**src/logic/cpu_types_pkg.sv**
```systemverilog
package cpu_types_pkg;

  // one data word as seen by the caches and the RAM
  typedef logic [31:0] word_t;

  // byte address, always word aligned on this bus
  typedef logic [31:0] addr_t;

  // RAM status, reported every cycle
  // FREE when idle, BUSY while counting down,
  // ACCESS for the single cycle the data moves
  // ERROR on a bad request
  typedef enum logic [1:0] {
    FREE,
    BUSY,
    ACCESS,
    ERROR
  } ramstate_t;

  // two cores only, the protocol always names a single peer
  localparam int CPUS = 2;

  // busy cycles ahead of every ACCESS cycle
  localparam int RAM_LAT = 2;

  // RAM size in words
  localparam int RAM_DEPTH = 256;

endpackage

```
**src/logic/coherence_pkg.sv**
```systemverilog
package coherence_pkg;

  // controller states
  typedef enum logic [3:0] {
    // waiting for a granted request
    IDLE,
    // snoop cycles, peer gets ccwait and the snoop address
    PRRD,
    PRWR,
    // read of a clean line from RAM, two words
    BUSRD1,
    BUSRD2,
    // read served by the peer, copied into RAM too
    BUSWB1,
    BUSWB2,
    // write miss from RAM, peer invalidated
    BUSRDX1,
    BUSRDX2,
    // write miss served by the peer, RAM untouched
    BUSWBX1,
    BUSWBX2,
    // instruction fetch
    IMEM,
    // dcache flush of one word to RAM
    CACWB
  } memory_control_t;

  // index of the core holding the grant
  typedef logic arb_t;

endpackage

```
**src/logic/memory_control.sv**
```systemverilog
module memory_control
  import cpu_types_pkg::*, coherence_pkg::*;
(
  input  logic                 CLK,
  input  logic                 nRST,
  // cache requests
  input  logic      [CPUS-1:0] iren,
  input  logic      [CPUS-1:0] dren,
  input  logic      [CPUS-1:0] dwen,
  input  addr_t     [CPUS-1:0] iaddr,
  input  addr_t     [CPUS-1:0] daddr,
  input  word_t     [CPUS-1:0] dstore,
  // coherence inputs
  input  logic      [CPUS-1:0] ccwrite,
  input  logic      [CPUS-1:0] cctrans,
  // RAM responses
  input  word_t                ramload,
  input  ramstate_t            ramstate,
  // cache responses
  output logic      [CPUS-1:0] iwait,
  output logic      [CPUS-1:0] dwait,
  output word_t     [CPUS-1:0] iload,
  output word_t     [CPUS-1:0] dload,
  // coherence outputs
  output logic      [CPUS-1:0] ccwait,
  output logic      [CPUS-1:0] ccinv,
  output addr_t     [CPUS-1:0] ccsnoopaddr,
  // RAM requests
  output logic                 ramren,
  output logic                 ramwen,
  output addr_t                ramaddr,
  output word_t                ramstore
);

  memory_control_t state;
  memory_control_t next_state;
  arb_t            arb;
  arb_t            next_arb;
  arb_t            peer;
  logic [CPUS-1:0] core_req;
  logic            ram_done;

  // the other core
  assign peer = ~arb;

  // any request at all per core
  assign core_req = iren | dren | dwen;

  // RAM finished the current word
  assign ram_done = (ramstate == ACCESS);

  always_ff @(posedge CLK, negedge nRST) begin
    if (!nRST) begin
      state <= IDLE;
      arb   <= 1'b0;
    end else begin
      state <= next_state;
      arb   <= next_arb;
    end
  end

  always_comb begin
    next_state = state;
    case (state)
      IDLE: begin
        // only the granted core can start a transaction
        if (dren[arb]) begin
          next_state = PRRD;
        end else if (dwen[arb] && ccwrite[arb]) begin
          // dwen with ccwrite marks a write miss
          next_state = PRWR;
        end else if (dwen[arb]) begin
          // plain dwen is a flush
          next_state = CACWB;
        end else if (iren[arb]) begin
          next_state = IMEM;
        end
      end
      // snoop result picks the data source
      PRRD: next_state = ccwrite[peer] ? BUSWB1 : BUSRD1;
      PRWR: next_state = ccwrite[peer] ? BUSWBX1 : BUSRDX1;
      // RAM-backed words advance on ACCESS
      BUSRD1:  next_state = ram_done ? BUSRD2 : state;
      BUSRD2:  next_state = ram_done ? IDLE : state;
      BUSWB1:  next_state = ram_done ? BUSWB2 : state;
      BUSWB2:  next_state = ram_done ? IDLE : state;
      BUSRDX1: next_state = ram_done ? BUSRDX2 : state;
      BUSRDX2: next_state = ram_done ? IDLE : state;
      // peer to requester takes one cycle per word
      BUSWBX1: next_state = BUSWBX2;
      BUSWBX2: next_state = IDLE;
      IMEM:    next_state = ram_done ? IDLE : state;
      CACWB:   next_state = ram_done ? IDLE : state;
      default: next_state = IDLE;
    endcase
    // a cache in transition freezes everything
    if (cctrans != '0) begin
      next_state = state;
    end
  end

  // grant moves only between transactions
  always_comb begin
    next_arb = arb;
    if (state == IDLE && next_state == IDLE && cctrans == '0) begin
      // holder keeps it while it asks and hands over otherwise
      if (!core_req[arb] && core_req[peer]) begin
        next_arb = peer;
      end
    end
  end

  always_comb begin
    // everyone waits unless a state says otherwise
    iwait       = '1;
    dwait       = '1;
    iload       = '0;
    dload       = '0;
    ccwait      = '0;
    ccinv       = '0;
    ccsnoopaddr = '0;
    ramren      = 1'b0;
    ramwen      = 1'b0;
    ramaddr     = '0;
    ramstore    = '0;

    if (cctrans[0]) begin
      // core 1 drops its copy while core 0 changes a line
      ccwait[1]      = 1'b1;
      ccinv[1]       = 1'b1;
      ccsnoopaddr[1] = daddr[0];
    end else if (cctrans[1]) begin
      ccwait[0]      = 1'b1;
      ccinv[0]       = 1'b1;
      ccsnoopaddr[0] = daddr[1];
    end else begin
      case (state)
        PRRD, PRWR: begin
          // peer looks up the line this cycle
          ccwait[peer]      = 1'b1;
          ccsnoopaddr[peer] = daddr[arb];
        end
        BUSRD1, BUSRD2: begin
          dwait[arb] = ~ram_done;
          dload[arb] = ramload;
          ramren     = 1'b1;
          ramaddr    = daddr[arb];
        end
        BUSWB1, BUSWB2: begin
          // peer data to requester and into RAM
          dwait[arb] = ~ram_done;
          dload[arb] = dstore[peer];
          ramwen     = 1'b1;
          // requester daddr tracks the word being moved
          ramaddr           = daddr[arb];
          ramstore          = dstore[peer];
          ccwait[peer]      = 1'b1;
          ccsnoopaddr[peer] = daddr[arb];
        end
        BUSRDX1, BUSRDX2: begin
          dwait[arb]        = ~ram_done;
          dload[arb]        = ramload;
          ramren            = 1'b1;
          ramaddr           = daddr[arb];
          ccwait[peer]      = 1'b1;
          ccsnoopaddr[peer] = daddr[arb];
          // invalidate on the last word
          ccinv[peer] = (state == BUSRDX2);
        end
        BUSWBX1, BUSWBX2: begin
          // cache to cache transfer leaves RAM untouched
          dwait[arb]        = 1'b0;
          dload[arb]        = dstore[peer];
          ccwait[peer]      = 1'b1;
          ccsnoopaddr[peer] = daddr[arb];
          ccinv[peer]       = (state == BUSWBX2);
        end
        IMEM: begin
          iwait[arb] = ~ram_done;
          iload[arb] = ramload;
          ramren     = 1'b1;
          ramaddr    = iaddr[arb];
        end
        CACWB: begin
          // dwait low means the word is in RAM
          dwait[arb] = ~ram_done;
          ramwen     = 1'b1;
          ramaddr    = daddr[arb];
          ramstore   = dstore[arb];
        end
        default: begin
          // IDLE drives nothing
        end
      endcase
    end
  end

endmodule

```
**config.mk**
```make
export PLATFORM = sky130hd
export DESIGN_NAME = memory_control
export DESIGN_NICKNAME = d
export VERILOG_FILES = /design/src/logic/cpu_types_pkg.sv /design/src/logic/coherence_pkg.sv /design/src/logic/memory_control.sv
export SDC_FILE = /design/constraint.sdc
export NUM_CORES = 1
export LEC_CHECK = 0
export BUFFER_PORTS_ARGS = -buffer_cell sky130_fd_sc_hd__buf_2
export CAP_MARGIN = 20
export CORE_AREA = 2 2 194 196
export CTS_CLUSTER_SIZE = 30
export DETAILED_ROUTE_END_ITERATION = 10
export DIE_AREA = 0 0 196 198
export PLACE_DENSITY = 0.37
export SYNTH_ARGS = -nofsm -noshare
export SYNTH_HDL_FRONTEND = slang
export SYNTH_SLANG_ARGS = --single-unit
```
**constraint.sdc**
```tcl
create_clock -name CLK -period 2.9 [get_ports CLK]
set_input_delay 0.29 -clock CLK [delete_from_list [all_inputs] [get_ports CLK]]
set_output_delay 0.29 -clock CLK [all_outputs]
set_load 0.05 [all_outputs]
```
==> flow_summary_export.csv <==
group,metric,value,unit
setup_path,crit_fanout,33,
hold_path,hp-class,"primary input to asynchronous set/reset pin",
synth,synthMuxAreaShare,15.5,%
timing,hold_viol_final,0,
synth,synth_compound_area_share,40.1,%
cells_and_area,multiInputGateArea,0.00399,mm2
timing,fin_skew,1.28,ps
synth,syn_area_per_cell,7.19,um2
setup_path,r2r_end,"arb$_DFFE_PN0P_",
detailed_routing,drc_errors,0,
pwr,total_power,3.78,mW
cells_and_area,nFillCells,4219,
setup_path,reg2reg_from,"state[0]$_DFF_PN0_",
setup_path,ff2ff_path_depth,8,
synth,ys_ff_latch,5,
cells_and_area,stdcell_count,1549,
timing,worst_slew_pin_slew,763,ps
clock_tree,cts_made_buffers,3,
timing,setup_viol,0,
detailed_routing,viasPerCell,4.56,
place,place_congestion,0.796,
synth,synth_top_area_cell,"mux2i_1",
place,dp_hpwl,25100,um
clock_tree,clk_path_buf_depth,2,
detailed_routing,wirelength,31100,um
cells_and_area,syn_to_final_growth,78.8,%
synth,synthCells,612,
synth,ys_warn_count,0,
cells_and_area,fin_util,21.3,%
clock_tree,cts_setup_buffers,0,
synth,syn-num-nets,850,
synth,syn-cell-area,0.00440,mm2
setup_path,worstPathRequired,2610,ps
clock_tree,cts_tree,"done",
detailed_routing,wl_per_cell,20.1,um
outcome,status,"completed",
synth,ys.flop_type,"dfrtp_1",
synth,synth.distinct_cells,63,
synth,synth_top_family_by_area,"compound AO/OA/AOI/OAI gates",
floorplan,fp.dieH,198,um
timing,max-slew-margin-rel,49.1,%
synth,synth_xor_area_share,0.199,%
floorplan,fp.dieW,196,um
setup_path,slowest_stage,"dfrtp_1",
timing,rsz0062_at_grt,"no",
place,dp_worst_setup_slack,309,ps
clock_tree,clk_latency,230,ps
floorplan,num_rows,71,
synth,yosys.area_share.simple,32.7,%
synth,ys_top_cells_by_count,"and2_1 (96), a22o_1 (66), mux2i_1 (66), a221oi_1 (65), nor2_1 (52)",
setup_path,crit_path_start_kind,"flop",
setup_path,r2r_slack,670,ps
setup_path,worst-path-stages,8,
setup_path,cp-end-kind,"primary output",
global_routing,grtUsageTotal,14.3,%
detailed_routing,first_iter_violations,307,
clock_tree,root_buffer,"clkbuf_16",
global_routing,grt_pass1_vias,6592,
synth,synth_adder_area_share,0,%
synth,synth_area_leaders,"mux2i_1 (15%), and2_1 (14%), a22o_1 (13%), a221oi_1 (13%), o22a_1 (6.4%)",
detailed_routing,detailroute.via_count,7061,
floorplan,core,0.0370,mm2
global_routing,gr-total-overflow,0,
global_routing,grt_max_degree,63,
floorplan,die-area,0.0388,mm2
setup_path,arrival,2470,ps
global_routing,antenna_found_initial,9,
synth,yosysSeqAreaShare,2.84,%
clock_tree,h-tree-depth,1,
setup_path,cpLargestDelayFamily,"buffers and inverters",
clock_tree,clock-sinks,5,
timing,slew_viol_final,0,
global_routing,grt_pass1_wl,42700,um
timing,period_needed,2760,ps
floorplan,ios,504,
setup_path,crit_chain,"buf_4, nor2_1, a221oi_4, a21oi_1, nor2_2, buf_12, and2_1, buf_2",
setup_path,max_stage_delay,450,ps
setup_path,startpoint,"state[3]$_DFF_PN0_",
timing,tns,0,ps
setup_path,worst-path-buf-inv,3,
pwr,cellPowerDensity,481,mW/mm2
detailed_routing,drtPass1Iterations,5,
synth,yosysMostFrequentCell,"and2_1",
pwr,vdd_drop_max,243,uV
cells_and_area,regArea,131,um2
clock_tree,clk_pin_slew,30,ps
timing,layout_setup_ws,144,ps
cells_and_area,fin_nets,1312,
detailed_routing,drtAntennaViolNets,0,
synth,synth_top_area_share,15.0,%
synth,synth_edf_count,0,
cells_and_area,drive_gt1_share,52.8,%
timing,fin_crit_sh,95.0,%
pwr,p_leak,3.86,nW
run,cap_violations,0,
setup_path,crit_path_end,"ccsnoopaddr[11]",
place,dp.cells,1540,
floorplan,initial_core_util,11.9,%
place,port_buffers,503,
setup_path,worstSetupPathType,"flop to primary output",
timing,fmaxAchievable,363,MHz
synth,synthArstFlopShare,100,%
==> stage by stage <==
step	area, um2	hold WS, ps
detailed placement	7730	128
global placement	7730	120
CTS	7820	418
global route	7860	445
floorplan	4400	-5.59
finish	7870	412
==> layer usage <==
layer	routed length, um	track usage, %
met5	25	0
met3	2210	2.28
met2	15900	27.2
met4	529	2.36
met1	12400	16.9
==> layout make-up <==
class                      instances  area share, %
multi-input combinational        529           50.7
tap                              474           7.54
clock buffer                       3          0.954
clock inverter                     1         0.0636
antenna                            2         0.0636
inverter                           4          0.191
timing repair buffer             531           38.8
sequential                         5           1.67
==> state kept, by name, summed over array words and instances (netlist names) <==
signal and flops:
state 4, arb 1
==> where the power goes <==
group	leakage, nW	internal [mW]	switching, mW
clock	0.0409	0.180	0.0481
sequential	0.0600	0.0957	0.0590
combinational	3.76	1.09	2.31
==> repair_timing <==
item                                    CTS  global route
endpoints found under the hold margin     5             0
hold buffers                              1             0
endpoints found under the setup margin    0            78
resized for setup                         0             6
==> how the worst min path moves through the flow <==
stage,slack (ps),from,endpoint,cells past startpoint
after detailed placement,130,nRST,state[3]$_DFF_PN0_,1
after floorplan,-6,nRST,arb$_DFFE_PN0P_,0
after global placement,120,nRST,state[3]$_DFF_PN0_,1
after global routing,450,nRST,state[3]$_DFF_PN0_,2
after CTS,420,nRST,state[3]$_DFF_PN0_,2
final,410,nRST,state[3]$_DFF_PN0_,2
==> cells in the final DEF, fill, tap and decap left out, types with 3 or more instances in the layout <==
cell,synthesis,routed
nor2_1,52,46
buf_2,40,488
o22a_1,32,32
a22o_1,66,66
nand2_1,8,8
and2_1,96,96
nor2_2,1,6
nor2b_1,38,37
inv_1,3,3
mux2i_1,66,66
nor3_1,34,34
o21ai_0,3,3
a21oi_1,4,3
clkbuf_16,0,3
a21o_1,3,3
nand2b_1,4,4
a221oi_1,65,65
buf_12,0,23
nor3b_1,4,4
buf_4,5,19
o31ai_1,3,3
==> cell families after synthesis <==
family / Yosys count
DFF: 5
muxes: 68
buffers and inverters: 80
and+or+nand+nor: 256
xor gates and xnor gates: 1
AOI/OAI and AO/OA: 202
No activity file was read; power rests on OpenSTA's default activity.
